===== config.mk =====
export PLATFORM = sky130hd
export DESIGN_NAME = record_decoder
export DESIGN_NICKNAME = d
export VERILOG_FILES = /design/src/verilog/msx_pkg.sv /design/src/verilog/upload_pkg.sv /design/src/verilog/record_decoder.sv
export VERILOG_INCLUDE_DIRS = /design/src /design/src/verilog
export SDC_FILE = /design/constraint.sdc
export NUM_CORES = 1
export LEC_CHECK = 0
export BUFFER_PORTS_ARGS = -buffer_cell sky130_fd_sc_hd__buf_2
export CAP_MARGIN = 20
export CORE_MARGIN = 2
export CORE_UTILIZATION = 49
export DETAILED_ROUTE_END_ITERATION = 7
export PLACE_DENSITY = 0.78
export SLEW_MARGIN = 5
export SYNTH_ARGS = -nofsm -noshare
export SYNTH_HDL_FRONTEND = slang
export SYNTH_SLANG_ARGS = --single-unit

===== constraint.sdc =====
create_clock -name clk -period 12.1 [get_ports clk]
set_input_delay 3.63 -clock clk [delete_from_list [all_inputs] [get_ports clk]]
set_output_delay 3.63 -clock clk [all_outputs]
set_load 0.005 [all_outputs]

===== src/verilog/upload_cfg.svh =====
`ifndef UPLOAD_CFG_SVH
`define UPLOAD_CFG_SVH

`define UPLOAD_RECORD_BYTES    16        // Record header length
`define UPLOAD_UNIT_SHIFT      14        // 16 KB size unit
`define UPLOAD_MEM_AW          28        // External store address width
`define UPLOAD_RAM_AW          27
`define UPLOAD_LOOKUP_ENTRIES  16
`define UPLOAD_SLOT_BLOCKS     64        // 4 slots x 4 subslots x 4 blocks
`define UPLOAD_IMAGE_INDEX     1         // Download index of base image
`define UPLOAD_SIGNATURE       24'h4D5358 // "MSX"

`endif


===== src/verilog/msx_pkg.sv =====
`include "upload_cfg.svh"

package msx_pkg;

   typedef enum logic [7:0] {
      MAPPER_UNUSED,
      MAPPER_NONE,
      MAPPER_ASCII8,
      MAPPER_ASCII16,
      MAPPER_KONAMI,
      MAPPER_KONAMI_SCC,
      MAPPER_RAM
   } mapper_t;

   typedef enum logic [7:0] {
      DEVICE_NONE,
      DEVICE_FDC,
      DEVICE_OPL3,
      DEVICE_MFRSD0
   } device_t;

   typedef enum logic [1:0] {MSX1, MSX2, MSX2P, TURBO_R} msx_type_t;

   typedef struct packed {
      mapper_t    mapper;
      device_t    device;
      logic [3:0] ref_ram;
      logic [1:0] offset_ram;  // 16 KB block inside the region
   } block_t;

   typedef struct packed {
      logic [`UPLOAD_RAM_AW-1:0] addr;
      logic [15:0]               size;   // In 16 KB units
      logic                      ro;
   } lookup_ram_t;

endpackage


===== src/verilog/upload_pkg.sv =====
package upload_pkg;

   typedef enum logic [7:0] {
      ROM_NONE,
      ROM_ROM,
      ROM_RAM,
      ROM_FDC
   } data_id_t;

   typedef enum logic [3:0] {
      REC_SLOT_INTERNAL = 4'd0,
      REC_SLOT_A        = 4'd1,
      REC_SLOT_B        = 4'd2,
      REC_SYSTEM        = 4'd3,
      REC_KBD_LAYOUT    = 4'd4
   } rec_kind_t;

   // Byte 0 of the header sits in the top bits
   typedef struct packed {
      logic [23:0]      sig;
      rec_kind_t        kind;
      logic [3:0]       slot_sub;
      data_id_t         data_id;
      logic [15:0]      size;      // 16 KB units
      logic [7:0]       reserved;
      msx_pkg::mapper_t mapper;
      logic [7:0]       mode;      // 2 bits per block
      logic [7:0]       param;
      logic [7:0]       pattern;
      logic [31:0]      padding;
   } slot_view_t;

   typedef struct packed {
      logic [23:0]        sig;
      rec_kind_t          kind;
      logic [3:0]         slot_sub;
      logic [1:0]         spare;
      msx_pkg::msx_type_t msx_type;
      logic [3:0]         expander;
      logic [87:0]        padding;
   } sys_view_t;

   typedef union packed {
      slot_view_t slot;
      sys_view_t  sys;
   } record_u;

   typedef struct packed {
      logic [10:0] size;
      logic [1:0]  pattern;
      data_id_t    data_id;
      logic [3:0]  ref_idx;
   } fill_cmd_t;

   typedef struct packed {
      logic [3:0]       slot_sub;
      msx_pkg::mapper_t mapper;
      msx_pkg::device_t device;
      logic [7:0]       mode;
      logic [7:0]       param;
      logic [3:0]       ref_ram;
      data_id_t         data_id;
   } store_cmd_t;

endpackage


===== src/verilog/record_decoder.sv =====
`include "upload_cfg.svh"

module record_decoder (
   input  logic                clk,
   input  logic                rst,
   input  logic                start,
   input  logic                byte_valid,
   input  logic [7:0]          byte_data,
   output logic                dec_req,
   output logic                rec_valid,
   output upload_pkg::record_u rec,
   output logic                rec_ok
);
   logic       active;
   logic [3:0] count;

   always_ff @(posedge clk) begin
      dec_req   <= 1'b0;
      rec_valid <= 1'b0;
      if (start) begin
         active  <= 1'b1;
         count   <= 4'd0;
         dec_req <= 1'b1;
      end else if (active & byte_valid) begin
         rec   <= {rec[`UPLOAD_RECORD_BYTES*8-9:0], byte_data};  // Shift in, byte 0 ends on top
         count <= count + 1'b1;
         if (count == 4'(`UPLOAD_RECORD_BYTES - 1)) begin
            active    <= 1'b0;
            rec_valid <= 1'b1;
         end else begin
            dec_req <= 1'b1;
         end
      end
      if (rst) begin
         active    <= 1'b0;
         count     <= 4'd0;
         dec_req   <= 1'b0;
         rec_valid <= 1'b0;
      end
   end

   assign rec_ok = rec.slot.sig == `UPLOAD_SIGNATURE;

endmodule


==> reports/metrics.yaml <==
cells_and_area:
  fill_cells: 580
  regArea_mm2: 0.003984
  design_area_mm2: 0.005603
  mostFrequentLayoutCells: "buf_2, edfxtp_1, clkbuf_16"
  drive_gt1_share_pct: 51.90
  layout_commonest_cell: "buf_2"
  nNetsFinal: 343
  area_delta_synth_final_pct: 34.03
  multiInputGateArea_um2: 203.9
  n_antenna_cell: 0
cts:
  cts_tree: "yes"
  clock_latency_ps: 500
  clk_pin_slew_ps: 60
  cts_buffer_depth: 2
  root_buffer: "clkbuf_8"
  cts_max_level: 4
  postCtsSetupBuffers: 0
  numCtsBuffers: 17
  cts_resized: 0
  cts.sinks: 135
  hold_buffers: 0
placement:
  dpl_cell_area_mm2: 0.005045
  io_buffer_count: 142
  dpl.hpwl_um: 4858
  place_congestion: 0.6869
drt:
  routedWlPerCell_um: 16.38
  first_pass_iters: 4
  ant_nets: 0
  vias: 2205
  drtIter0Drc: 75
  drc: 0
  routed_wl_um: 7339
  viasPerCell: 4.922
timing:
  tns_ps: 0
  setup_viol: 0
  clock.fmax_ghz: 0.1814
  rsz0062_at_grt: "no"
  max_slew_margin_pct: 45.93
  hold_violations: 0
  fin_crit_sh_pct: 45.56
  tightest_slew_ps: 811.0
  min_period_ps: 5512
  holdWs_ps: 443.6
  slew_viol_final: 0
  finClkSkew_ps: 12.89
yosys:
  synth.avg_cell_area_um2: 25.03
  synthesis.nets: 180
  synth.yosys.seq_area_share_pct: 95.30
  netlist-cell-type-count: 20
  synthCells: 167
  ys_ff_latch: 135
  synth_warnings: 0
  synth_area_mm2: 0.004180
job:
  drv_cap: 0
grt:
  grtUsageTotal_pct: 16.27
  grt_max_degree: 70
  antenna_found_initial: 0
  gr-total-overflow: 0
  grt_pass1_vias: 2186
  grt_first_pass_wirelength_um: 10680
setup_path:
  required_ps: 8470
  arrival_ps: 1880
  critPathKind: "reg2out"
  reg2reg_setup_slack_ps: 9660
  cp-end-kind: "output port"
  path_max_fanout: 3
  startpoint_type: "flip-flop"
die:
  start_util_pct: 50.62
  placementRows: 33
  die-area_mm2: 0.009286
  io_pins: 143
  coreArea_mm2: 0.008258
  die_x_um: 96.37
  dieHeight_um: 96.37
outcome:
  outcome: "completed"
pwr:
  p_per_area_mw_per_mm2: 181.6
  p_leak_nw: 2.112
  max-vdd-ir-drop_uv: 123.0
worst_hold_path:
  hp-class: "reg2reg"
==> Yosys cell counts, drive strengths merged <==
library cell | instances | share of area, %
a21oi | 3 | 0.36
a31oi | 1 | 0.15
dfxtp | 7 | 3.4
edfxtp | 128 | 92
ha | 1 | 0.30
nand2 | 3 | 0.33
nand3 | 4 | 0.48
nand4 | 2 | 0.30
nand4b | 1 | 0.21
nor2 | 6 | 0.54
nor3 | 1 | 0.12
nor4 | 1 | 0.15
nor4b | 1 | 0.21
nor4bb | 2 | 0.48
o21ai | 1 | 0.12
or2 | 1 | 0.15
or3 | 1 | 0.15
or4b | 1 | 0.24
xor2 | 2 | 0.42
==> registers in the layout, indices dropped and copies added, names as in the netlist <==
name,count
dec_req,1
count,4
rec_valid,1
active,1
rec,128
==> stage by stage <==
stage	cells	worst slack, ps	power, mW	util, %
2_1_floorplan	167	2444	0.5418	-
3_3_place_gp	416	6374	0.5525	61.09
3_5_place_dp	416	6301	0.5537	61.09
4_1_cts	448	6549	1.030	67.85
5_1_grt	448	6409	1.051	67.85
6_report	448	6588	1.017	67.85
==> cell families (layout without fill, tap and decap cells) <==
family          after synthesis  after routing  synth area share (%)
flops                       135            135                 95.30
simple gates                 24             24                 3.353
fa+ha+maj                     1              1                0.2993
buf+inv                       0            176                     0
compound gates                5              5                0.6284
xor+xnor                      2              2                0.4191
==> cell type report <==
class / count / area share, %
timing repair buffer: 144 / 12.95
multi-input combinational: 32 / 3.640
tap: 105 / 2.345
clock inverter: 14 / 2.501
sequential: 135 / 71.10
clock buffer: 18 / 7.459
==> routing by layer <==
| metal | vias to the layer above | share of wire, % | global-route usage (%) |
|---|---|---|---|
| li1 | 1003 | - | - |
| met1 | 1082 | 39 | 18.03 |
| met2 | 114 | 49 | 25.58 |
| met3 | 6 | 11 | 9.240 |
| met4 | 0 | 0.86 | 7.394 |
| met5 | - | 0 | 0 |
==> worst paths after layout <==
path / start / to / cells past startpoint
worst max-delay path: rec[105] / rec_ok / 4
worst min-delay path: rec[22] / rec[30] / 0
worst max register to register: active / rec[9] / 4
worst min register to register: rec[22] / rec[30] / 0
==> worst max-delay path, stage by stage (launching register included) <==
cell	delay, ps
edfxtp_1	430
nor4b_1	410
nand4_1	140
nor4_1	250
buf_2	150
==> power breakdown <==
part	internal (mW)	switching (mW)
sequential	0.519	0.00492
combinational	0.00764	0.0116
clock	0.278	0.196
total	0.805	0.212
Power figures use the tool's default switching activity.
