**src/verilog/upload_cfg.svh**
```systemverilog
`ifndef UPLOAD_CFG_SVH
`define UPLOAD_CFG_SVH

`define UPLOAD_RECORD_BYTES    16        // Record header length
`define UPLOAD_UNIT_SHIFT      14        // 16 KB size unit
`define UPLOAD_MEM_AW          28        // External store address width
`define UPLOAD_RAM_AW          27
`define UPLOAD_LOOKUP_ENTRIES  16
`define UPLOAD_SLOT_BLOCKS     64        // 4 slots x 4 subslots x 4 blocks
`define UPLOAD_IMAGE_INDEX     1         // Download index of base image
`define UPLOAD_SIGNATURE       24'h4D5358 // "MSX"

`endif

```
**src/verilog/image_fetch.sv**
```systemverilog
`include "upload_cfg.svh"

module image_fetch (
   input  logic                      clk,
   input  logic                      rst,
   input  logic                      ioctl_download,
   input  logic [15:0]               ioctl_index,
   input  logic [`UPLOAD_RAM_AW-1:0] ioctl_addr,
   input  logic                      reload,
   output logic                      load,
   input  logic                      dec_req,
   input  logic                      fill_req,
   output logic                      byte_valid,
   output logic [7:0]                byte_data,
   output logic                      at_end,
   output logic [`UPLOAD_MEM_AW-1:0] mem_addr,
   output logic                      mem_rd,
   input  logic [7:0]                mem_dout,
   input  logic                      mem_ready
);
   logic                      dl_last;
   logic [`UPLOAD_RAM_AW-1:0] image_size;

   always_ff @(posedge clk) begin
      dl_last <= ioctl_download;
      load    <= reload;
      if (dl_last & ~ioctl_download & (ioctl_index == 16'(`UPLOAD_IMAGE_INDEX))) begin
         image_size <= ioctl_addr;  // Byte count of the image
         load       <= 1'b1;
      end
      if (rst) begin
         dl_last    <= 1'b0;
         load       <= 1'b0;
         image_size <= '0;
      end
   end

   always_ff @(posedge clk) begin
      byte_valid <= mem_rd & mem_ready;  // Data follows acceptance
      if (mem_rd & mem_ready) begin
         mem_rd   <= 1'b0;
         mem_addr <= mem_addr + 1'b1;
      end
      if (dec_req | fill_req) mem_rd <= 1'b1;
      if (load | rst) begin
         mem_addr   <= '0;
         mem_rd     <= 1'b0;
         byte_valid <= 1'b0;
      end
   end

   assign byte_data = mem_dout;
   assign at_end    = mem_addr >= `UPLOAD_MEM_AW'(image_size);

endmodule

```
**config.mk**
```make
export PLATFORM = sky130hd
export DESIGN_NAME = image_fetch
export DESIGN_NICKNAME = d
export VERILOG_FILES = /design/src/verilog/image_fetch.sv
export VERILOG_INCLUDE_DIRS = /design/src /design/src/verilog
export SDC_FILE = /design/constraint.sdc
export NUM_CORES = 1
export LEC_CHECK = 0
export BUFFER_PORTS_ARGS = -buffer_cell sky130_fd_sc_hd__buf_2
export CORE_ASPECT_RATIO = 0.7
export CORE_MARGIN = 1
export CORE_UTILIZATION = 50
export DETAILED_ROUTE_END_ITERATION = 16
export PLACE_DENSITY = 0.77
export SYNTH_ARGS = -nofsm -noshare
export SYNTH_HDL_FRONTEND = slang
export SYNTH_SLANG_ARGS = --single-unit
```
**constraint.sdc**
```tcl
create_clock -name clk -period 2.5 [get_ports clk]
set_input_delay 0.375 -clock clk [delete_from_list [all_inputs] [get_ports clk]]
set_output_delay 0.375 -clock clk [all_outputs]
set_load 0.005 [all_outputs]
```
==> out/metrics.yaml, run 1 <==
antenna_found_initial: 0
fin_nets: 553
ys_seq_area_frac: 0.380
htreeDepth: 3
ir_drop_mv: 0.356
clock_latency_ps: 350
synth_cells: 381
wl_per_cell_microns: 13.8
critPathSlowestCell: "a2111oi_4"
drive_gt1_frac: 0.282
io_pins: 98
netlist.area_leader.share: 0.380
r2r_slack_ps: 520
antenna_cells: 0
die_y_microns: 68.0
violations: "setup timing"
dp_hpwl_mm: 5.41
gp_congestion: 0.850
grt_pass1_vias: 2637
worstSetupStartpointType: "flip-flop"
synthTopCellsByCount: "nand2_1 (68), dfxtp_1 (59), nor2_1 (38), a21oi_1 (36), inv_1 (30)"
cts_root_buffer: "clkbuf_8"
drt_first_pass_iters: 4
yosys_warnings: 0
tightest_slew_ps: 657
wirelength_mm: 7.55
synthDistinctLibCells: 37
worst_slack_ps: -54.6
drt_iter0_drc: 185
route.vias.total: 2858
worstSetupPathType: "reg2out"
cts.clk_slew.worst_paths_ps: 70
start_util: 0.530
synth_top_flop_cell: "dfxtp_1"
slew_headroom: 0.559
netlist_area_sq_um: 3110
slew_violations: 0
rsz0062_at_grt: "true"
min_path_type: "in2reg"
place_ws_ps: -45.0
path_cells: "inv_2 > ha_4 > nand2b_4 > a2111oi_4 > nor4_2 > a2111oi_2 > buf_4 > o21ai_2 > buf_2"
synth-edff-count: 0
synth_fp_nets: 467
period_needed_ps: 2550
io_buffers: 81
track_usage: 0.250
maxCapViolations: 0
critPathMaxStageDelay_ps: 350
row_count: 23
whs_path_depth: 3
die_x_microns: 96.3
core_area_sq_um: 5870
worstPathRequired_ps: 2120
cts_tree: "built"
drc: 0
clockBufferDepth: 2
fmax_mhz: 391
antenna_left: 0
power.density_nw_per_um2: 504
skew_ps: 8.27
cts_buffers: 9
nFillCells: 498
finalSetupViolCount: 1
crit_arrival_ps: 2180
cp-end-kind: "output pin"
post-synth-top-count-cell: "nand2_1"
total_power_w: 0.00197
design.die.area_sq_um: 6550
yosys-top-cells-area: "dfxtp_1 (38%), ha_1 (11%), nand2_1 (8.2%)"
finalCritPeriodShare: 1.02
avgViaCountPerCell: 5.22
syn_to_final_growth_pct: 25.4
cp_max_fo: 2
leakagePower_nw: 1.70
reg2reg_depth: 7
outcome: "complete, but fails checks"
grt_max_degree: 31
synth_seq_cells: 59
grt_overflow_total: 0
clock-sinks: 59
post-cts-setup-buffer-count: 0
avgSynthCellArea_sq_um: 8.17
grt_first_pass_wirelength_mm: 12.2
async_flop_share: 0
synth_top_cell_by_area: "dfxtp_1"
hold_viol: 0
cell type report:
class                   count  area [sq um]  share of cell area
clock buffers              10           128              0.0327
clock inverters             6          80.1              0.0205
inverters                  30           113              0.0289
multi-input cells         271          1770               0.454
flip-flops and latches     59          1190               0.304
well taps                  75          93.8              0.0240
repair buffers             96           531               0.136
worst max-delay path, delay by kind of cell (launching register included):
family	cells	cell delay, ps
AOI/OAI and AO/OA	3	710
and+or+nand+nor	2	230
buffers and inverters	3	340
adders and majority gates	1	200
DFF	1	330
registers in the layout, summed over array words and instances (netlist names):
register and count:
mem_addr 28, image_size 27, byte_valid 1, dl_last 1, load 1, mem_rd 1
logic make-up after synthesis:
logic type                 share of synthesized area
buffers and inverters                         0.0728
and+or+nand+nor                                0.265
adders and majority gates                      0.113
DFF                                            0.380
AOI/OAI and AO/OA                             0.0965
xor gates and xnor gates                      0.0732
placed cells by master (no fill, tap or decap), types with 2 or more instances in the layout:
cell type  Yosys  layout
a21o_1         5       5
nand4_4        2       2
buf_2          4      81
nor2_1        38      38
buf_4          8      14
dfxtp_1       59      55
inv_1         30      29
o21a_1         2       2
nand2_1       68      68
dfxtp_2        0       4
clkinv_2       0       4
and4_1         2       2
xnor2_1        5       5
clkbuf_8       0       9
o21ai_0        3       2
nor3_1         3       3
ha_1          28      26
xor2_1        21      21
nor4_4         2       2
nand3_1       14      14
ha_4           0       2
nor4_1         5       4
a21oi_1       36      36
nand4_1       16      16
bufinv_16      0       2
and2_1         3       3
and4_2         2       2
metal layers:
metal  global-route usage  vias to the layer above  wire length [microns]
met3               0.0911                        6                    558
li1                     -                     1448                      -
met5                    0                        -                      0
met4               0.0754                        0                     80
met1                0.319                     1299                   3500
met2                0.398                      105                   3410
report_power, final:
group	switching [W]	internal (W)
Clock	0.000385	0.000554
Combinational	0.0000387	0.0000409
Sequential	0.00000408	0.000944
final timing paths:
| check | end | from |
|---|---|---|
| max | at_end | mem_addr[0] |
| min | load | reload |
| max reg2reg | mem_addr[26] | mem_addr[1] |
| min reg2reg | image_size[10] | image_size[10] |
repair_timing:
item,in CTS,in global routing
endpoints found under the hold margin,0,0
resized for setup,13,3
endpoints found under the setup margin,1,1
hold buffers,0,0
pin swaps,4,1
through the flow:
| step | instances | instance area, sq um | TNS [ps] | hold WS, ps | utilization |
|---|---|---|---|---|---|
| 6_report | 547 | 3900 | -54.6 | 232 | 0.665 |
| 5_1_grt | 547 | 3900 | -181 | 258 | 0.665 |
| 4_1_cts | 547 | 3890 | 0 | 222 | 0.663 |
| 3_5_place_dp | 531 | 3620 | -45.0 | 445 | 0.617 |
| 3_3_place_gp | 531 | 3620 | -94.6 | 440 | 0.617 |
| 2_1_floorplan | 381 | 3110 | 0 | 432 | - |
No activity file was read; power rests on OpenSTA's default activity.
==> run 2: changes to the inputs <==
Clock period 2.5 ns to 2.88 ns, I/O delays scaled along.
==> run 2 against run 1 <==
  * The run now ends clean
  * Clock power down 16%
  * Sequential cell count unchanged
  * Core utilization decreased by 1.7 points
  * Final cell count fell by 1.6%
  * First-iteration DRC count decreased by 39%
  * Critical path depth did not move
  * Routed wire length is 4.7% lower
  * Combinational power decreased by 18%
  * Register-to-register slack better by 480 ps
  * Clock-buffer cell count is 5 higher
  * Sequential share of layout area increased by 0.71 points
  * Global-route usage fell by 1.6 points
==> out/metrics.yaml, run 2 (same netlist as run 1, synthesis figures left out) <==
die_y_microns: 68.0  # unchanged
worstPathRequired_ps: 2450  # +330 ps
cts.clk_slew.worst_paths_ps: 60  # about the same
design.die.area_sq_um: 6550  # unchanged
clock-sinks: 59  # unchanged
route.vias.total: 2757  # -3.5%
ir_drop_mv: 0.190  # -47%
cts_root_buffer: "clkbuf_8"
io_pins: 98  # unchanged
path_delay_family: "compound AO/OA/AOI/OAI gates"
largest_reg_flops: 28  # unchanged
top_regs: "mem_addr: 28 flops, image_size: 27 flops"
syn_to_final_growth_pct: 22.2
mostFrequentLayoutCells: "buf_2 (81), nand2_1 (68), dfxtp_1 (58)"
antenna_left: 0  # unchanged
cp-end-kind: "output pin"
fin_nets: 544  # -1.6%
gp_congestion: 0.845  # -0.49%
outcome: "finished, final reports clean"
critPathSlowestCell: "a2111oi_4"
top_register: "mem_addr"
htreeDepth: 3  # unchanged
grt_pass1_vias: 2499  # -5.2%
start_util: 0.530  # unchanged
cp_max_fo: 3  # +1
rsz0062_at_grt: "false"
leakagePower_nw: 1.65  # -3.4%
grt_overflow_total: 0  # unchanged
cp.buffers_inverters: 3  # unchanged
clockBufferDepth: 2  # unchanged
skew_ps: 10.6  # +2.37 ps
finalCritPeriodShare: 0.939
startpoint: "mem_addr[0]"
period_needed_ps: 2700
die_x_microns: 96.3  # unchanged
wirelength_mm: 7.19  # -4.7%
finish.utilization: 0.647  # -0.0173
finalSetupTns_ps: 0  # +54.6 ps
core_area_sq_um: 5870  # unchanged
crit_arrival_ps: 2270  # +90 ps
clock_latency_ps: 350  # about the same
avgViaCountPerCell: 5.12  # -1.9%
power.density_nw_per_um2: 441  # -12%
slew_headroom: 0.581  # +0.0229
wl_per_cell_microns: 13.4  # -3.1%
slew_violations: 0  # unchanged
maxCapViolations: 0  # unchanged
worstSetupPathType: "reg2out"
nFillCells: 505  # +1.4%
hold_viol: 0  # unchanged
final_common_cell: "buf_2"
dp_hpwl_mm: 5.29  # -2.4%
total_power_w: 0.00168  # -15%
worstSetupStartpointType: "flip-flop"
r2r_start: "mem_addr[4]"
grt_first_pass_wirelength_mm: 11.3  # -6.7%
cts_buffers: 9  # unchanged
drt_iter0_drc: 113  # -39%
tightest_slew_ps: 623  # -34.2 ps
cts_tree: "built"
regArea_sq_um: 1180  # -0.32%
finalSetupViolCount: 0  # -1
min_from: "reload"
path_cells: "inv_1 > ha_1 > nand2b_4 > a2111oi_4 > nor4_2 > a2111oi_2 > buf_4 > o21ai_0 > buf_2"
fmax_mhz: 370
track_usage: 0.234  # -0.0159
drt_first_pass_iters: 4  # unchanged
io_buffers: 81  # unchanged
drc: 0  # unchanged
drive_gt1_frac: 0.248  # -0.0334
min_path_type: "in2reg"
row_count: 23  # unchanged
final_cells: 538  # -1.6%
antenna_cells: 0  # unchanged
critPathMaxStageDelay_ps: 340  # about the same
dp_cells: 521  # -1.9%
multi_input_area_sq_um: 1740  # -1.6%
grt_max_degree: 31  # unchanged
antenna_found_initial: 0  # unchanged
## run 2: routing by layer
metal  part of all wire  wire [microns]  track usage
met5                  0               0            0
met4              0.011              78        0.101
met3              0.076             549       0.0867
met2               0.42            3020        0.356
met1               0.49            3550        0.299
## run 2: metrics by stage
step           worst slack [ps]  hold slack, ps  instance area (sq um)
4_1_cts                    31.6             283                   3770
3_5_place_dp                118             444                   3550
6_report                    176             297                   3800
2_1_floorplan               704             432                   3110
3_3_place_gp                165             439                   3550
5_1_grt                    15.2             313                   3800
## run 2: layout make-up
type,count,area share
Multi-Input combinational cell,271,0.459
Timing Repair Buffer,87,0.122
Sequential cell,59,0.311
Inverter,30,0.0296
Tap cell,75,0.0247
Clock inverter,1,0.00790
Clock buffer,15,0.0464
## run 2: path summary, 6_finish.rpt
| check | endpoint | slack [ps] | depth (start not counted) |
|---|---|---|---|
| max | at_end | 180 | 9 |
| min | load | 300 | 3 |
| max reg2reg | mem_addr[16] | 1000 | 5 |
| min reg2reg | image_size[26] | 450 | 2 |
## run 2: repair_timing
| item | CTS | global route |
|---|---|---|
| pin swaps | 1 | 2 |
| gates resized for setup | 4 | 4 |
| cloned | 0 | 0 |
| endpoints found under the setup margin | 1 | 1 |
| hold buffers | 0 | 0 |
| setup buffers | 0 | 1 |
## run 2: worst register-to-register path, cell delays in order (launching register included)
cell,delay (ps)
dfxtp_1,510
nand4_4,170
nor4_4,620
nand4_1,240
xor2_1,170
nor2_1,50
## run 2: power by group
group | internal, W | total, W | switching (W)
Combinational | 0.0000338 | 0.0000655 | 0.0000316
Sequential | 0.000820 | 0.000824 | 0.00000377
Clock | 0.000472 | 0.000788 | 0.000316
==> run 3: changes to the inputs <==
Settings changed: PLACE_DENSITY 0.77 to 0.85.
==> run 3 against run 2 <==
  * Sequential share of layout area rose by 0.52 points
  * Worst hold slack improved by 4.7 ps
  * Power fell by 5.0%
  * Routed wire length rose by 4.2%
  * Final area fell by 1.6%
  * Combinational power rose by 1%
  * Via count rose by 3.5%
  * Final cell count fell by 0.37%
  * Clock-buffer cell count fell by 3
  * Sequential power barely moved
  * Largest cell class unchanged
  * Largest power group unchanged
==> out/metrics.yaml, run 3 (same netlist as run 1, synthesis figures left out) <==
slew_headroom: 0.599  # +0.0176
finalCritPeriodShare: 0.968  # +0.0296
final_cells: 536  # -0.37%
largest_reg_flops: 28  # unchanged
fmax_mhz: 359  # -3.1%
io_buffers: 81  # unchanged
seqPwrFrac: 0.517  # +0.026
p_int_w: 0.00125  # -6.0%
nFillCells: 521  # +3.2%
clock-sinks: 59  # unchanged
drt_first_pass_iters: 4  # unchanged
antenna_cells: 0  # unchanged
route.vias.total: 2853  # +3.5%
maxCapViolations: 0  # unchanged
track_usage: 0.244  # +0.0100
skew_ps: 7.46  # -3.18 ps
gp_congestion: 0.834  # -1.4%
mostFrequentLayoutCells: "buf_2 (81), nand2_1 (68), dfxtp_1 (58)"
clockBufferDepth: 2  # unchanged
wirelength_mm: 7.49  # +4.2%
worstPathRequired_ps: 2450  # about the same
top_regs: "mem_addr: 28 flops, image_size: 27 flops"
multi_input_area_sq_um: 1730  # -0.65%
antenna_left: 0  # unchanged
switching_share: 0.218  # +0.00867
finalSetupViolCount: 0  # unchanged
slew_violations: 0  # unchanged
start_util: 0.530  # unchanged
die_y_microns: 68.0  # unchanged
io_pins: 98  # unchanged
cts_buffers: 9  # unchanged
grt_first_pass_wirelength_mm: 12.1  # +6.5%
design.die.area_sq_um: 6550  # unchanged
worst_slack_ps: 91.0  # -85.1 ps
cts_root_buffer: "clkbuf_8"
cts_hold_buf: 0  # unchanged
cp_max_fo: 2  # -1
cts.clk_slew.worst_paths_ps: 70  # about the same
cts_tree: "built"
grt_pass1_vias: 2705  # +8.2%
drive_gt1_frac: 0.241  # -0.00760
hold_viol: 0  # unchanged
p_sw_w: 0.000348  # -1.1%
min_path_type: "in2reg"
grt_overflow_total: 0  # unchanged
finalSetupTns_ps: 0  # unchanged
fin_nets: 543  # -0.18%
total_power_w: 0.00159  # -5.0%
path_delay_family: "compound AO/OA/AOI/OAI gates"
tightest_slew_ps: 597  # -26.1 ps
critPathMaxStageDelay_ps: 340  # about the same
clock_latency_ps: 340  # about the same
path_cells: "inv_1 > ha_1 > nand2b_4 > a2111oi_4 > nor4_1 > a2111oi_1 > buf_4 > o21ai_0 > buf_2"
outcome: "finished, final reports clean"
crit_arrival_ps: 2360  # +90 ps
row_count: 23  # unchanged
ir_drop_mv: 0.272  # +43%
power.density_nw_per_um2: 426  # -3.4%
p_comb_frac: 0.042  # +0.003
core_area_sq_um: 5870  # unchanged
startpoint: "mem_addr[0]"
leakagePower_nw: 1.62  # -1.5%
place_ws_ps: 136  # +17.9 ps
regArea_sq_um: 1180  # unchanged
drt_iter0_drc: 142  # +26%
r2r_start: "mem_addr[1]"
dp_hpwl_mm: 5.47  # +3.5%
syn_to_final_growth_pct: 20.1
min_from: "reload"
grt_max_degree: 31  # unchanged
worstSetupPathType: "reg2out"
avgViaCountPerCell: 5.32  # +3.9%
critPathSlowestCell: "dfxtp_2"
die_x_microns: 96.3  # unchanged
htreeDepth: 3  # unchanged
antenna_found_initial: 0  # unchanged
final_common_cell: "buf_2"
cp.buffers_inverters: 3  # unchanged
worstSetupStartpointType: "flip-flop"
period_needed_ps: 2790  # +85.1 ps
dp_cells: 520  # -0.19%
top_register: "mem_addr"
cp-end-kind: "output pin"
drc: 0  # unchanged
pwr-share-clk: 0.441  # -0.029
finish.utilization: 0.637  # -0.0107
wl_per_cell_microns: 14.0  # +4.5%
## run 3: worst paths after layout
kind | endpoint | slack (ps) | cells after the start
max reg2reg | mem_addr[26] | 970 | 6
min | load | 300 | 3
min reg2reg | image_size[23] | 450 | 2
max | at_end | 90 | 9
## run 3: routing by layer
layer  vias to the layer above  GRT usage  wire length (microns)
met1                      1310      0.297                   3390
li1                       1431          -                      -
met2                        97      0.397                   3460
met5                         -          0                      0
met4                         0     0.0956                    118
met3                        15     0.0878                    521
## run 3: area by class of cell
type | count | share of cell area
multi-input combinational | 271 | 0.463
sequential | 59 | 0.316
timing repair buffer | 86 | 0.118
inverter | 30 | 0.0301
clock inverter | 3 | 0.0107
tap | 75 | 0.0251
clock buffer | 12 | 0.0361
## run 3: metrics by stage
step / instance area, sq um / hold slack [ps]
after floorplan: 3110 / 432
after global routing: 3740 / 286
final: 3740 / 302
after CTS: 3720 / 292
after global placement: 3530 / 440
after detailed placement: 3530 / 445
## run 3: power groups by stage
stage	combinational (W)	sequential, W	clock [W]
final	0.0000663	0.000824	0.000703
after global routing	0.0000724	0.000824	0.000758
after CTS	0.0000641	0.000824	0.000714
after detailed placement	0.0000636	0.000842	0
after global placement	0.0000622	0.000841	0
after floorplan	0.0000299	0.000842	0
## run 3: what timing repair did
action                                  4_1_cts  5_1_grt
gates resized for setup                       4        2
endpoints found under the setup margin        1        1
setup buffers                                 0        1
pin swaps                                     1        2
## run 3: worst min-delay path: stages
cell and delay, ps:
buf_2 80, nor2_1 30, nor2_1 60
