### config.mk
export PLATFORM = sky130hd
export DESIGN_NAME = upload_sequencer
export DESIGN_NICKNAME = d
export VERILOG_FILES = /design/src/verilog/msx_pkg.sv /design/src/verilog/upload_pkg.sv /design/src/verilog/upload_sequencer.sv
export VERILOG_INCLUDE_DIRS = /design/src /design/src/verilog
export SDC_FILE = /design/constraint.sdc
export NUM_CORES = 1
export LEC_CHECK = 0
export ABC_CLOCK_PERIOD_IN_PS = 5900
export BUFFER_PORTS_ARGS = -buffer_cell sky130_fd_sc_hd__buf_2
export CORE_AREA = 2 2 85 87
export CTS_CLUSTER_DIAMETER = 50
export DETAILED_ROUTE_END_ITERATION = 8
export DIE_AREA = 0 0 87 89
export GPL_TIMING_DRIVEN = 0
export HOLD_SLACK_MARGIN = 0.02
export PLACE_DENSITY = 0.86
export REMOVE_ABC_BUFFERS = 1
export SETUP_SLACK_MARGIN = 0.05
export SLEW_MARGIN = 25
export SYNTH_ARGS = -nofsm -noshare
export SYNTH_HDL_FRONTEND = slang
export SYNTH_SLANG_ARGS = --single-unit
### constraint.sdc
create_clock -name clk -period 5.9 [get_ports clk]
set_clock_uncertainty 0.15 [all_clocks]
set_input_delay 0.59 -clock clk [delete_from_list [all_inputs] [get_ports clk]]
set_output_delay 0.59 -clock clk [all_outputs]
set_load 0.1 [all_outputs]
### src/verilog/upload_cfg.svh
`ifndef UPLOAD_CFG_SVH
`define UPLOAD_CFG_SVH

`define UPLOAD_RECORD_BYTES    16        // Record header length
`define UPLOAD_UNIT_SHIFT      14        // 16 KB size unit
`define UPLOAD_MEM_AW          28        // External store address width
`define UPLOAD_RAM_AW          27
`define UPLOAD_LOOKUP_ENTRIES  16
`define UPLOAD_SLOT_BLOCKS     64        // 4 slots x 4 subslots x 4 blocks
`define UPLOAD_IMAGE_INDEX     1         // Download index of base image
`define UPLOAD_SIGNATURE       24'h4D5358 // "MSX"

`endif

### src/verilog/msx_pkg.sv
`include "upload_cfg.svh"

package msx_pkg;

   typedef enum logic [7:0] {
      MAPPER_UNUSED,
      MAPPER_NONE,
      MAPPER_ASCII8,
      MAPPER_ASCII16,
      MAPPER_KONAMI,
      MAPPER_KONAMI_SCC,
      MAPPER_RAM
   } mapper_t;

   typedef enum logic [7:0] {
      DEVICE_NONE,
      DEVICE_FDC,
      DEVICE_OPL3,
      DEVICE_MFRSD0
   } device_t;

   typedef enum logic [1:0] {MSX1, MSX2, MSX2P, TURBO_R} msx_type_t;

   typedef struct packed {
      mapper_t    mapper;
      device_t    device;
      logic [3:0] ref_ram;
      logic [1:0] offset_ram;  // 16 KB block inside the region
   } block_t;

   typedef struct packed {
      logic [`UPLOAD_RAM_AW-1:0] addr;
      logic [15:0]               size;   // In 16 KB units
      logic                      ro;
   } lookup_ram_t;

endpackage

### src/verilog/upload_pkg.sv
package upload_pkg;

   typedef enum logic [7:0] {
      ROM_NONE,
      ROM_ROM,
      ROM_RAM,
      ROM_FDC
   } data_id_t;

   typedef enum logic [3:0] {
      REC_SLOT_INTERNAL = 4'd0,
      REC_SLOT_A        = 4'd1,
      REC_SLOT_B        = 4'd2,
      REC_SYSTEM        = 4'd3,
      REC_KBD_LAYOUT    = 4'd4
   } rec_kind_t;

   // Byte 0 of the header sits in the top bits
   typedef struct packed {
      logic [23:0]      sig;
      rec_kind_t        kind;
      logic [3:0]       slot_sub;
      data_id_t         data_id;
      logic [15:0]      size;      // 16 KB units
      logic [7:0]       reserved;
      msx_pkg::mapper_t mapper;
      logic [7:0]       mode;      // 2 bits per block
      logic [7:0]       param;
      logic [7:0]       pattern;
      logic [31:0]      padding;
   } slot_view_t;

   typedef struct packed {
      logic [23:0]        sig;
      rec_kind_t          kind;
      logic [3:0]         slot_sub;
      logic [1:0]         spare;
      msx_pkg::msx_type_t msx_type;
      logic [3:0]         expander;
      logic [87:0]        padding;
   } sys_view_t;

   typedef union packed {
      slot_view_t slot;
      sys_view_t  sys;
   } record_u;

   typedef struct packed {
      logic [10:0] size;
      logic [1:0]  pattern;
      data_id_t    data_id;
      logic [3:0]  ref_idx;
   } fill_cmd_t;

   typedef struct packed {
      logic [3:0]       slot_sub;
      msx_pkg::mapper_t mapper;
      msx_pkg::device_t device;
      logic [7:0]       mode;
      logic [7:0]       param;
      logic [3:0]       ref_ram;
      data_id_t         data_id;
   } store_cmd_t;

endpackage

### src/verilog/upload_sequencer.sv
module upload_sequencer (
   input  logic                   clk,
   input  logic                   rst,
   input  logic                   load,
   input  logic                   at_end,
   output logic                   dec_start,
   input  logic                   rec_valid,
   input  upload_pkg::record_u    rec,
   input  logic                   rec_ok,
   output logic                   fill_start,
   output upload_pkg::fill_cmd_t  fill_cmd,
   input  logic                   fill_done,
   output logic                   store_en,
   output upload_pkg::store_cmd_t store_cmd,
   output logic                   clear_start,
   input  logic                   clear_done,
   output logic                   busy,
   output msx_pkg::msx_type_t     msx_type,
   output logic [3:0]             expander_en
);
   typedef enum logic [2:0] {ST_IDLE, ST_CLEAR, ST_READ, ST_FILL, ST_STORE} state_t;

   state_t     state;
   logic       reading;   // Header request outstanding
   logic [3:0] ref_ram;

   assign busy = state != ST_IDLE;

   always_ff @(posedge clk) begin
      dec_start   <= 1'b0;
      fill_start  <= 1'b0;
      store_en    <= 1'b0;
      clear_start <= 1'b0;
      case (state)
         ST_CLEAR: if (clear_done) state <= ST_READ;
         ST_READ: begin
            if (!reading) begin
               if (at_end) begin
                  state <= ST_IDLE;
               end else begin
                  dec_start <= 1'b1;
                  reading   <= 1'b1;
               end
            end else if (rec_valid) begin
               reading <= 1'b0;
               if (!rec_ok) begin
                  state <= ST_IDLE;  // Not a record, stop walking
               end else begin
                  case (rec.slot.kind)
                     upload_pkg::REC_SYSTEM: begin
                        msx_type    <= rec.sys.msx_type;
                        expander_en <= rec.sys.expander;
                     end
                     upload_pkg::REC_SLOT_INTERNAL: begin
                        fill_cmd.size       <= rec.slot.size[10:0];
                        fill_cmd.pattern    <= rec.slot.pattern[1:0];
                        fill_cmd.data_id    <= rec.slot.data_id;
                        fill_cmd.ref_idx    <= ref_ram;
                        store_cmd.slot_sub  <= rec.slot.slot_sub;
                        store_cmd.mapper    <= rec.slot.mapper;
                        store_cmd.device    <= (rec.slot.data_id == upload_pkg::ROM_FDC) ?
                                               msx_pkg::DEVICE_FDC : msx_pkg::DEVICE_NONE;
                        store_cmd.mode      <= rec.slot.mode;
                        store_cmd.param     <= rec.slot.param;
                        store_cmd.ref_ram   <= ref_ram;
                        store_cmd.data_id   <= rec.slot.data_id;
                        fill_start          <= 1'b1;
                        state               <= ST_FILL;
                     end
                     default: ;  // Other kinds carry no work here
                  endcase
               end
            end
         end
         ST_FILL: if (fill_done) state <= ST_STORE;
         ST_STORE: begin
            store_en <= 1'b1;
            if (fill_cmd.size != 11'd0) ref_ram <= ref_ram + 1'b1;
            state <= ST_READ;
         end
         default: ;
      endcase
      if (load) begin
         state       <= ST_CLEAR;
         clear_start <= 1'b1;
         reading     <= 1'b0;
         ref_ram     <= 4'd0;
      end
      if (rst) begin
         state       <= ST_IDLE;
         reading     <= 1'b0;
         ref_ram     <= 4'd0;
         dec_start   <= 1'b0;
         fill_start  <= 1'b0;
         store_en    <= 1'b0;
         clear_start <= 1'b0;
         msx_type    <= msx_pkg::MSX1;
         expander_en <= 4'd0;
      end
   end

endmodule
==> flow_metrics.py, run 1 <==
metrics = {
    "floorplan": {
        "initial_core_util_pct": 38.6,
        "die_w_um": 87,
        "ios": 220,
        "rows": 30,
        "dieArea_um2": 7740,
        "coreArea_um2": 6720,
        "die_y_um": 89,
    },
    "min_path": {
        "min_path_cells": 1,
        "hp-start": "rec[78]",
        "hold_class": "in2reg",
        "hold_end": "fill_cmd[20]",
    },
    "clock_tree": {
        "cts_resized": 0,
        "clk_latency_ns": 0.34,
        "cts_root_buffer": "clkbuf_8",
        "clk_pin_slew_ns": 0.08,
        "ctsHtreeMaxLevel": 3,
        "cts_setup_buffers": 0,
        "holdBufCountCts": 0,
        "cts_buffer_depth": 2,
        "cts_buffers": 9,
        "cts_tree": "yes",
        "clkSinkCount": 72,
    },
    "cells_and_area": {
        "seq_area_um2": 1980,
        "num-fill-cells": 579,
        "mostFrequentLayoutCell": "buf_2",
        "layout.nets": 432,
        "syn2layout_area_growth_pct": 34.5,
        "antenna_cells": 0,
        "layoutNonFillerInstCount": 380,
        "final_cell_mix": "buf_2 (137), edfxtp_1 (54), dfxtp_1 (18)",
        "drive_above_1_share_pct": 53.3,
        "multi_input_area_um2": 474,
    },
    "global_routing": {
        "use_met2_pct": 24.8,
        "busiest_layer": "met2",
        "grt_use_total_pct": 17.0,
        "grtUsageMet1_pct": 18.9,
        "grt_max_degree": 56,
        "antenna_found_initial": 0,
        "use_met3_pct": 13.9,
        "grt_pass1_vias": 1744,
        "overflow": 0,
        "grt_pass1_wl_um": 9290,
    },
    "sta": {
        "finalCriticalPeriod_ns": 2.35,
        "setup_viol": 0,
        "finalMaxSlewViolations": 0,
        "fin_crit_sh_pct": 39.9,
        "rsz0062_at_grt": "no",
        "slew_headroom_pct": 52.4,
        "hold_viol": 0,
        "max_freq_ghz": 0.425,
        "tns_ns": 0,
        "worstMarginPinSlew_ns": 0.713,
    },
    "logic_synthesis": {
        "synth_top_area_share_pct": 62.5,
        "ys.warnings.count": 0,
        "syn_area_per_cell_um2": 15.9,
        "synthTopCellsByArea": "edfxtp_1 (62%), dfxtp_1 (14%), buf_4 (5.5%)",
        "synth-seq-area-share_pct": 76.4,
        "netlist_instances": 163,
        "yosysUniqueCellTypes": 39,
        "synthFlopType": "edfxtp_1",
        "ys_async_sr_fraction_pct": 0,
        "ys_ff_latch": 72,
        "syn_area_um2": 2590,
        "synth_edf_count": 54,
        "synth_top_area_cell": "edfxtp_1",
    },
    "critical_path": {
        "cp_max_fo": 55,
        "crit_required_ns": 5.72,
        "path_class": "reg2reg",
        "r2r_start": "state[1]",
        "r2r_slack_ns": 3.55,
        "startpoint_type": "flop",
        "reg2reg_depth": 3,
        "cp.arrival_ns": 2.17,
        "timing.rr.end": "store_cmd[4]",
        "critPathCaptureType": "flop",
    },
    "place": {
        "dp_cells": 364,
        "gp_congestion": 0.747,
        "port_buffers": 137,
        "dp_hpwl_um": 5010,
    },
    "routing": {
        "wire_per_inst_um": 17.0,
        "drc": 0,
        "avgViaCountPerCell": 4.67,
        "ant_nets": 0,
        "drt_iter0_drc": 66,
        "first_pass_iters": 4,
        "wl_um": 6470,
        "routed-via-count": 1774,
    },
    "power": {
        "vdd.ir_drop.worst_mv": 0.142,
        "p_clk_share_pct": 43.7,
        "swShare_pct": 20.9,
        "pwr-share-seq_pct": 50.4,
        "p_int_w": 0.000856,
        "p_sw_w": 0.000226,
        "pwr-share-comb_pct": 5.9,
        "power_density_nw_per_um2": 310,
        "power.leakage_nw": 1.54,
    },
    "run_status": {
        "status": "complete, no violations",
    },
    "run": {
        "drv_cap": 0,
    },
}
[critical path, cell delays in order, from the launching register on]
cell and delay [ns]:
dfxtp_1 0.41, or3b_1 0.48, nor2_1 0.23, and3_4 0.69
[through the flow]
stage               utilization [%]  cell area, um^2  worst slack, ns  hold slack, ns  power, W
CTS                            52.0             3490             3.55           0.254   0.00109
global route                   52.0             3490             3.42           0.238   0.00112
global placement               48.2             3240             2.27           0.284  0.000619
floorplan                         -             2450             2.96           0.273  0.000594
finish                         52.0             3490             3.55           0.271   0.00108
detailed placement             48.3             3250             3.43           0.300  0.000621
[per-layer routing]
layer  up-vias  routed length (um)  share of wire, %
li1        845                   -                 -
met1       811                2560                40
met2       114                2710                42
met3         4                1170                18
met4         0                  32              0.49
met5         -                   0                 0
[worst max-delay path by stage]
stage,cells after the start,slack [ns],to,startpoint
after floorplan,2,2.96,fill_cmd[12],rec[101]
after global placement,3,2.27,store_cmd[17],rec[101]
after detailed placement,3,3.43,store_cmd[12],rec[101]
after CTS,3,3.55,store_cmd[10],state[1]
after global routing,3,3.42,store_cmd[28],state[1]
final,3,3.55,store_cmd[4],state[1]
[area by class of cell]
cell class | count | area share, %
Sequential cell | 72 | 56.8
Timing Repair Buffer | 137 | 19.6
Multi-Input combinational cell | 74 | 13.6
Clock buffer | 11 | 4.05
Clock inverter | 5 | 2.97
Tap cell | 80 | 2.87
Inverter | 1 | 0.108
[power by group through the flow]
stage / Clock, W / Combinational, W / Sequential, W
after floorplan: 0 / 0.0000341 / 0.000560
after global placement: 0 / 0.0000626 / 0.000557
after detailed placement: 0 / 0.0000639 / 0.000557
after CTS: 0.000482 / 0.0000642 / 0.000545
after global routing: 0.000510 / 0.0000680 / 0.000545
final: 0.000472 / 0.0000639 / 0.000546
[flip-flops by register name, summed over array words and instances, names as in the netlist]
name         flops
fill_cmd        13
msx_type         2
reading          1
dec_start        1
expander_en      4
ref_ram          4
state            3
clear_start      1
store_en         1
fill_start       1
store_cmd       41
[cell usage after synthesis (all sizes together) (2+ instances only)]
library cell  instances
clkbuf                2
dfxtp                18
nor2                 13
nand2                 6
or3b                  2
and3                  2
buf                  20
nor4                  5
or4                   2
nor3                  2
a21oi                 4
edfxtp               54
mux2i                 9
or3                   3
nor2b                 2
[logic make-up (layout without fill, tap and decap cells)]
logic type	count (synthesis)	in the layout	synth area share, %
other cells	1	7	0.145
buf+inv	23	154	6.41
simple gates	44	44	9.69
compound gates	12	12	3.09
fa+ha+maj	1	1	0.482
mux	9	9	3.47
xor+xnor	1	1	0.338
flops	72	72	76.4
Power figures use the tool's default switching activity.
==> inputs of run 2 (changes only) <==
--- a/config.mk
+++ b/config.mk
@@ -6,15 +6,15 @@
 export SDC_FILE = /design/constraint.sdc
 export NUM_CORES = 1
 export LEC_CHECK = 0
-export ABC_CLOCK_PERIOD_IN_PS = 5900
+export ABC_AREA = 1
+export ABC_CLOCK_PERIOD_IN_PS = 2300
 export BUFFER_PORTS_ARGS = -buffer_cell sky130_fd_sc_hd__buf_2
-export CORE_AREA = 2 2 85 87
+export CORE_UTILIZATION = 39
 export CTS_CLUSTER_DIAMETER = 50
 export DETAILED_ROUTE_END_ITERATION = 8
-export DIE_AREA = 0 0 87 89
 export GPL_TIMING_DRIVEN = 0
 export HOLD_SLACK_MARGIN = 0.02
-export PLACE_DENSITY = 0.86
+export PLACE_DENSITY = 0.87
 export REMOVE_ABC_BUFFERS = 1
 export SETUP_SLACK_MARGIN = 0.05
 export SLEW_MARGIN = 25
==> constraint.sdc (replaced) <==
create_clock -name clk -period 2.3 [get_ports clk]
set_clock_uncertainty 0.15 [all_clocks]
set_input_delay 0.23 -clock clk [delete_from_list [all_inputs] [get_ports clk]]
set_output_delay 0.23 -clock clk [all_outputs]
set_load 0.1 [all_outputs]
==> flow_metrics.py, run 2 <==
metrics = {
    "global_routing": {
        "overflow": 0,
        "grt_max_degree": 14,
        "antenna_found_initial": 2,
        "grt_use_total_pct": 23.8,
        "grt_pass1_wl_um": 12500,
        "grt_pass1_vias": 2450,
    },
    "cells_and_area": {
        "utilization_pct": 64.0,
        "layoutNonFillerInstCount": 491,
        "seq_area_um2": 1980,
        "syn2layout_area_growth_pct": 54.3,
        "largest_register": "store_cmd",
        "largest_register_ffs": 41,
        "drive_above_1_share_pct": 41.0,
        "top_regs": "store_cmd (41), fill_cmd (13)",
        "multi_input_area_um2": 497,
        "layout.nets": 544,
        "num-fill-cells": 481,
        "mostFrequentLayoutCell": "buf_2",
        "final_cell_mix": "buf_2 (137), edfxtp_1 (54), dlygate4sd3_1 (52)",
    },
    "critical_path": {
        "startpoint_type": "flop",
        "path_class": "reg2reg",
        "critPathCaptureType": "flop",
        "path_common_cell": "buf_4",
        "cp.arrival_ns": 1.97,
        "reg2reg_depth": 8,
        "slowest_stage": "dfxtp_1",
        "cp_num_cells": 8,
        "worstSetupStartpoint": "state[2]",
        "crit_required_ns": 2.21,
        "r2r_start": "state[2]",
        "cp_max_fo": 11,
        "cpLargestDelayFamily": "buffers and inverters",
        "endpoint": "store_cmd[44]",
        "cp_cell_sequence": "inv_2 -> nand2_2 -> nor2_2 -> nand2_1 -> nor3_4 -> buf_6 -> buf_4 -> buf_4",
        "crit_buf_inv": 4,
        "r2r_slack_ns": 0.24,
        "timing.rr.end": "store_cmd[44]",
        "critPathMaxStageDelay_ns": 0.37,
    },
    "power": {
        "pwr-share-comb_pct": 10.0,
        "p_int_w": 0.00213,
        "power_density_nw_per_um2": 667,
        "vdd.ir_drop.worst_mv": 0.406,
        "p_total_w": 0.00277,
        "swShare_pct": 23.2,
        "p_sw_w": 0.000644,
        "p_clk_share_pct": 39.4,
        "power.leakage_nw": 1.85,
        "pwr-share-seq_pct": 50.5,
    },
    "sta": {
        "setup_viol": 0,
        "fin_crit_sh_pct": 89.7,
        "hold_ws_ns": 0.101,
        "finalMaxSlewViolations": 0,
        "tns_ns": 0,
        "worstMarginPinSlew_ns": 0.552,
        "finalCriticalPeriod_ns": 2.06,
        "slew_headroom_pct": 63.5,
        "max_freq_ghz": 0.485,
        "rsz0062_at_grt": "no",
        "hold_viol": 0,
    },
    "routing": {
        "wire_per_inst_um": 16.7,
        "avgViaCountPerCell": 4.68,
        "drc": 0,
        "wl_um": 8180,
        "first_pass_iters": 4,
        "routed-via-count": 2296,
        "ant_nets": 0,
        "drt_iter0_drc": 89,
    },
    "clock_tree": {
        "cts_buffer_depth": 2,
        "cts_buffers": 9,
        "clk_pin_slew_ns": 0.08,
        "ctsHtreeMaxLevel": 3,
        "cts_root_buffer": "clkbuf_8",
        "clk_latency_ns": 0.34,
        "clkSinkCount": 72,
        "cts_tree": "yes",
    },
    "run": {
        "drv_cap": 0,
    },
    "floorplan": {
        "die_w_um": 85.1,
        "ios": 220,
        "die_y_um": 85.1,
        "coreArea_um2": 6490,
        "rows": 29,
        "initial_core_util_pct": 41.5,
        "dieArea_um2": 7240,
    },
    "min_path": {
        "hold_class": "in2reg",
    },
    "place": {
        "dp_cells": 419,
        "gp_congestion": 0.752,
        "port_buffers": 137,
        "dp_hpwl_um": 5580,
    },
    "logic_synthesis": {
        "post-synth-top-count-cell": "edfxtp_1",
        "netlist_instances": 214,
        "yosysUniqueCellTypes": 26,
        "yosys-top-cells-count": "edfxtp_1 (54), nand2_1 (34), inv_1 (23), buf_4 (19), dfxtp_1 (18)",
        "ys_ff_latch": 72,
        "synth_top_area_share_pct": 60.2,
        "syn_area_per_cell_um2": 12.6,
        "synth_edf_count": 54,
        "ys_async_sr_fraction_pct": 0,
        "synthTopCellsByArea": "edfxtp_1 (60%), dfxtp_1 (13%), buf_4 (5.3%)",
        "synthFlopType": "edfxtp_1",
        "syn_area_um2": 2690,
        "synth-seq-area-share_pct": 73.6,
        "synth_top_area_cell": "edfxtp_1",
        "ys.warnings.count": 0,
    },
    "run_status": {
        "status": "complete, no violations",
    },
}
[run 2: metal layers]
layer / vias up / wire length (um) / track usage, %
met2: 150 / 3780 / 39.6
met5: - / 0 / 0
met4: 0 / 130 / 6.78
met1: 1044 / 2960 / 23.7
li1: 1086 / - / -
met3: 16 / 1310 / 17.2
[run 2: through the flow]
step                      area, um^2  setup slack (ns)
after global placement          3340             -4.25
after floorplan                 2560             -2.73
after global routing            4150            0.0988
after CTS                       4150             0.123
after detailed placement        3390            -0.163
final                           4150             0.237
[run 2: power groups by stage]
stage	clock, W	combinational (W)	sequential (W)
2_1_floorplan	0	0.000121	0.00144
3_3_place_gp	0	0.000197	0.00143
3_5_place_dp	0	0.000202	0.00143
4_1_cts	0.00111	0.000272	0.00140
5_1_grt	0.00117	0.000296	0.00140
6_report	0.00109	0.000278	0.00140
[run 2: timing repair]
item | 4_1_cts | 5_1_grt
setup endpoints to repair | 31 | 10
pin swaps | 1 | 1
hold buffers | 52 | 0
hold endpoints to repair | 54 | 0
resized for setup | 1 | 1
buffers inserted | 2 | 0
cloned | 0 | 0
[run 2: final cells by class]
cell class,count,area share [%]
multi-input cells,103,12.0
diodes,2,0.120
well taps,77,2.32
clock inverters,6,2.17
inverters,25,2.26
repair buffers,196,30.4
flip-flops and latches,72,47.7
clock buffers,10,3.07
[run 2: how the worst min path moves through the flow]
stage,startpoint,end,slack (ns),cells after the start
after floorplan,rst,store_en,0.15,1
after global placement,rec[49],store_cmd[21],0.26,1
after detailed placement,rec[32],fill_cmd[12],0.26,1
after CTS,rec_valid,fill_start,0.08,3
after global routing,rec_valid,fill_start,0.09,3
final,rec_valid,fill_start,0.10,3
[run 2: cell families (layout without fill, tap and decap cells)]
group | count (synthesis) | in the layout | synth area share, %
buf+inv | 45 | 237 | 9.20
fa+ha+maj | 1 | 1 | 0.465
compound gates | 17 | 17 | 3.30
xor+xnor | 2 | 2 | 0.651
other cells | 1 | 9 | 0.139
flops | 72 | 72 | 73.6
simple gates | 76 | 76 | 12.6
[run 2: worst register-to-register path, stage by stage, from the launching register on]
cell and delay (ns):
dfxtp_1 0.37, inv_2 0.09, nand2_2 0.07, nor2_2 0.10
nand2_1 0.16, nor3_4 0.22, buf_6 0.19, buf_4 0.21
buf_4 0.21
==> inputs of run 3 (changes only) <==
--- a/config.mk
+++ b/config.mk
@@ -7,14 +7,14 @@
 export NUM_CORES = 1
 export LEC_CHECK = 0
 export ABC_AREA = 1
-export ABC_CLOCK_PERIOD_IN_PS = 2300
+export ABC_CLOCK_PERIOD_IN_PS = 1750
 export BUFFER_PORTS_ARGS = -buffer_cell sky130_fd_sc_hd__buf_2
-export CORE_UTILIZATION = 39
+export CORE_UTILIZATION = 35
 export CTS_CLUSTER_DIAMETER = 50
 export DETAILED_ROUTE_END_ITERATION = 8
 export GPL_TIMING_DRIVEN = 0
 export HOLD_SLACK_MARGIN = 0.02
-export PLACE_DENSITY = 0.87
+export PLACE_DENSITY = 0.82
 export REMOVE_ABC_BUFFERS = 1
 export SETUP_SLACK_MARGIN = 0.05
 export SLEW_MARGIN = 25
==> constraint.sdc (replaced) <==
create_clock -name clk -period 1.75 [get_ports clk]
set_clock_uncertainty 0.15 [all_clocks]
set_input_delay 0.175 -clock clk [delete_from_list [all_inputs] [get_ports clk]]
set_output_delay 0.175 -clock clk [all_outputs]
set_load 0.1 [all_outputs]
==> flow_metrics.py, run 3 (synthesis gave the netlist of run 2 again) <==
metrics = {
    "run_status": {
        "status": "complete, no violations",
    },
    "critical_path": {
        "path_class": "reg2reg",
        "path_common_cell": "nand2_4",
        "crit_required_ns": 1.66,
        "cpLargestDelayFamily": "simple AND/OR/NAND/NOR gates",
        "cp_num_cells": 7,
        "r2r_start": "state[1]",
        "crit_buf_inv": 3,
        "cp.arrival_ns": 1.56,
        "reg2reg_depth": 7,
        "cp_max_fo": 5,
        "cp_cell_sequence": "nand2_4 -> nor2_4 -> nand2_4 -> nor3_4 -> buf_6 -> buf_8 -> clkbuf_16",
        "r2r_slack_ns": 0.11,
        "critPathMaxStageDelay_ns": 0.39,
        "startpoint_type": "flop",
        "timing.rr.end": "store_cmd[11]",
        "critPathCaptureType": "flop",
        "slowest_stage": "dfxtp_2",
    },
    "sta": {
        "slew_headroom_pct": 64.9,
        "finalCriticalPeriod_ns": 1.64,
        "setup_viol": 0,
        "fin_crit_sh_pct": 93.8,
        "hold_ws_ns": 0.0713,
        "finalMaxSlewViolations": 0,
        "max_freq_ghz": 0.609,
        "worstMarginPinSlew_ns": 0.530,
        "rsz0062_at_grt": "no",
        "tns_ns": 0,
        "hold_viol": 0,
    },
    "clock_tree": {
        "clk_pin_slew_ns": 0.08,
        "clk_latency_ns": 0.34,
        "cts_tree": "yes",
        "clkSinkCount": 72,
        "cts_root_buffer": "clkbuf_8",
        "cts_buffer_depth": 2,
        "cts_buffers": 9,
        "ctsHtreeMaxLevel": 3,
    },
    "global_routing": {
        "use_met2_pct": 33.5,
        "grt_use_total_pct": 18.8,
        "use_met3_pct": 5.67,
        "overflow": 0,
        "grt_pass1_wl_um": 11600,
        "antenna_found_initial": 0,
        "grt_pass1_vias": 2355,
        "grtUsageMet1_pct": 21.7,
        "busiest_layer": "met2",
        "grt_max_degree": 14,
    },
    "floorplan": {
        "die_y_um": 89.7,
        "initial_core_util_pct": 36.7,
        "coreArea_um2": 7330,
        "dieArea_um2": 8050,
        "rows": 31,
        "ios": 220,
        "die_w_um": 89.7,
    },
    "cells_and_area": {
        "mostFrequentLayoutCell": "buf_2",
        "antenna_cells": 0,
        "layout.nets": 555,
        "fin_area_um2": 4360,
        "largest_register_ffs": 41,
        "drive_above_1_share_pct": 43.7,
        "top_regs": "store_cmd (41), fill_cmd (13)",
        "final_cell_mix": "buf_2 (136), edfxtp_1 (54), dlygate4sd3_1 (53)",
        "syn2layout_area_growth_pct": 61.9,
        "largest_register": "store_cmd",
        "layoutNonFillerInstCount": 522,
    },
    "routing": {
        "wl_um": 7290,
        "drt_iter0_drc": 88,
        "drc": 0,
        "wire_per_inst_um": 14.0,
        "first_pass_iters": 4,
        "ant_nets": 0,
        "avgViaCountPerCell": 4.39,
        "routed-via-count": 2292,
    },
    "power": {
        "vdd.ir_drop.worst_mv": 0.502,
        "power_density_nw_per_um2": 805,
        "p_total_w": 0.00351,
        "power.leakage_nw": 1.93,
    },
    "min_path": {
        "hold_end": "fill_start",
        "hp-start": "rec[101]",
        "hold_class": "in2reg",
        "min_path_cells": 4,
    },
    "place": {
        "dp_cells": 441,
        "dp_hpwl_um": 5040,
        "dpl_cell_area_um2": 3420,
        "gp_congestion": 0.754,
        "port_buffers": 137,
    },
    "run": {
        "drv_cap": 0,
    },
}
-- run 3: cell types whose count changed in the layout (fill, tap and decap cells not counted), sizes merged --
cell,before,now
buf,144,153
bufinv,2,1
clkbuf,10,11
clkinvlp,0,3
diode,2,0
dlygate4sd3,52,53
inv,27,25
-- run 3: per-layer routing --
metal	up-vias	share of wire (%)
met3	12	8.0
met2	128	50
met4	0	1.3
met1	1049	41
met5	-	0
li1	1103	-
-- run 3: cell type report --
cell class	instances	area, um^2
fill	582	2970
sequential	72	1990
timing repair buffer	207	1430
multi-input combinational	103	524
clock buffer	10	128
tap	99	124
inverter	25	96.3
clock inverter	6	70.1
-- run 3: worst max path at each step --
| stage | from | end | slack, ns |
|---|---|---|---|
| after floorplan | state[2] | fill_cmd[12] | -3.28 |
| after global placement | state[2] | store_cmd[24] | -4.74 |
| after detailed placement | state[2] | store_cmd[15] | -0.79 |
| after CTS | state[2] | store_cmd[42] | 0.006 |
| after global routing | fill_cmd[14] | ref_ram[0] | 0.03 |
| final | state[1] | store_cmd[11] | 0.11 |
-- run 3: repair_timing --
action / in CTS / in global routing
hold buffers: 53 / 0
pin swaps: 3 / 3
setup endpoints to repair: 55 / 50
endpoints found under the hold margin: 64 / 0
setup buffers: 11 / 0
gates cloned: 1 / 1
resized for setup: 20 / 7
-- run 3: worst reg2reg max path: stages, from the launching register on --
cell and delay (ns):
dfxtp_2 0.39, nand2_4 0.08, nor2_4 0.12, nand2_4 0.08, nor3_4 0.14, buf_6 0.14
buf_8 0.12, clkbuf_16 0.14
-- run 3: stage by stage --
stage / worst slack [ns] / utilization [%]
after global routing: 0.0326 / 59.5
after global placement: -4.74 / 46.0
after detailed placement: -0.787 / 46.6
after floorplan: -3.28 / -
after CTS: 0.00552 / 59.0
final: 0.108 / 59.5
-- run 3: power breakdown --
part           internal [W]  switching (W)  total [W]  leakage (nW)
combinational      0.000159       0.000215   0.000374          1.21
clock              0.000663       0.000629    0.00129        0.0887
sequential          0.00183     0.00000866    0.00184         0.632
total               0.00266       0.000853    0.00351          1.93
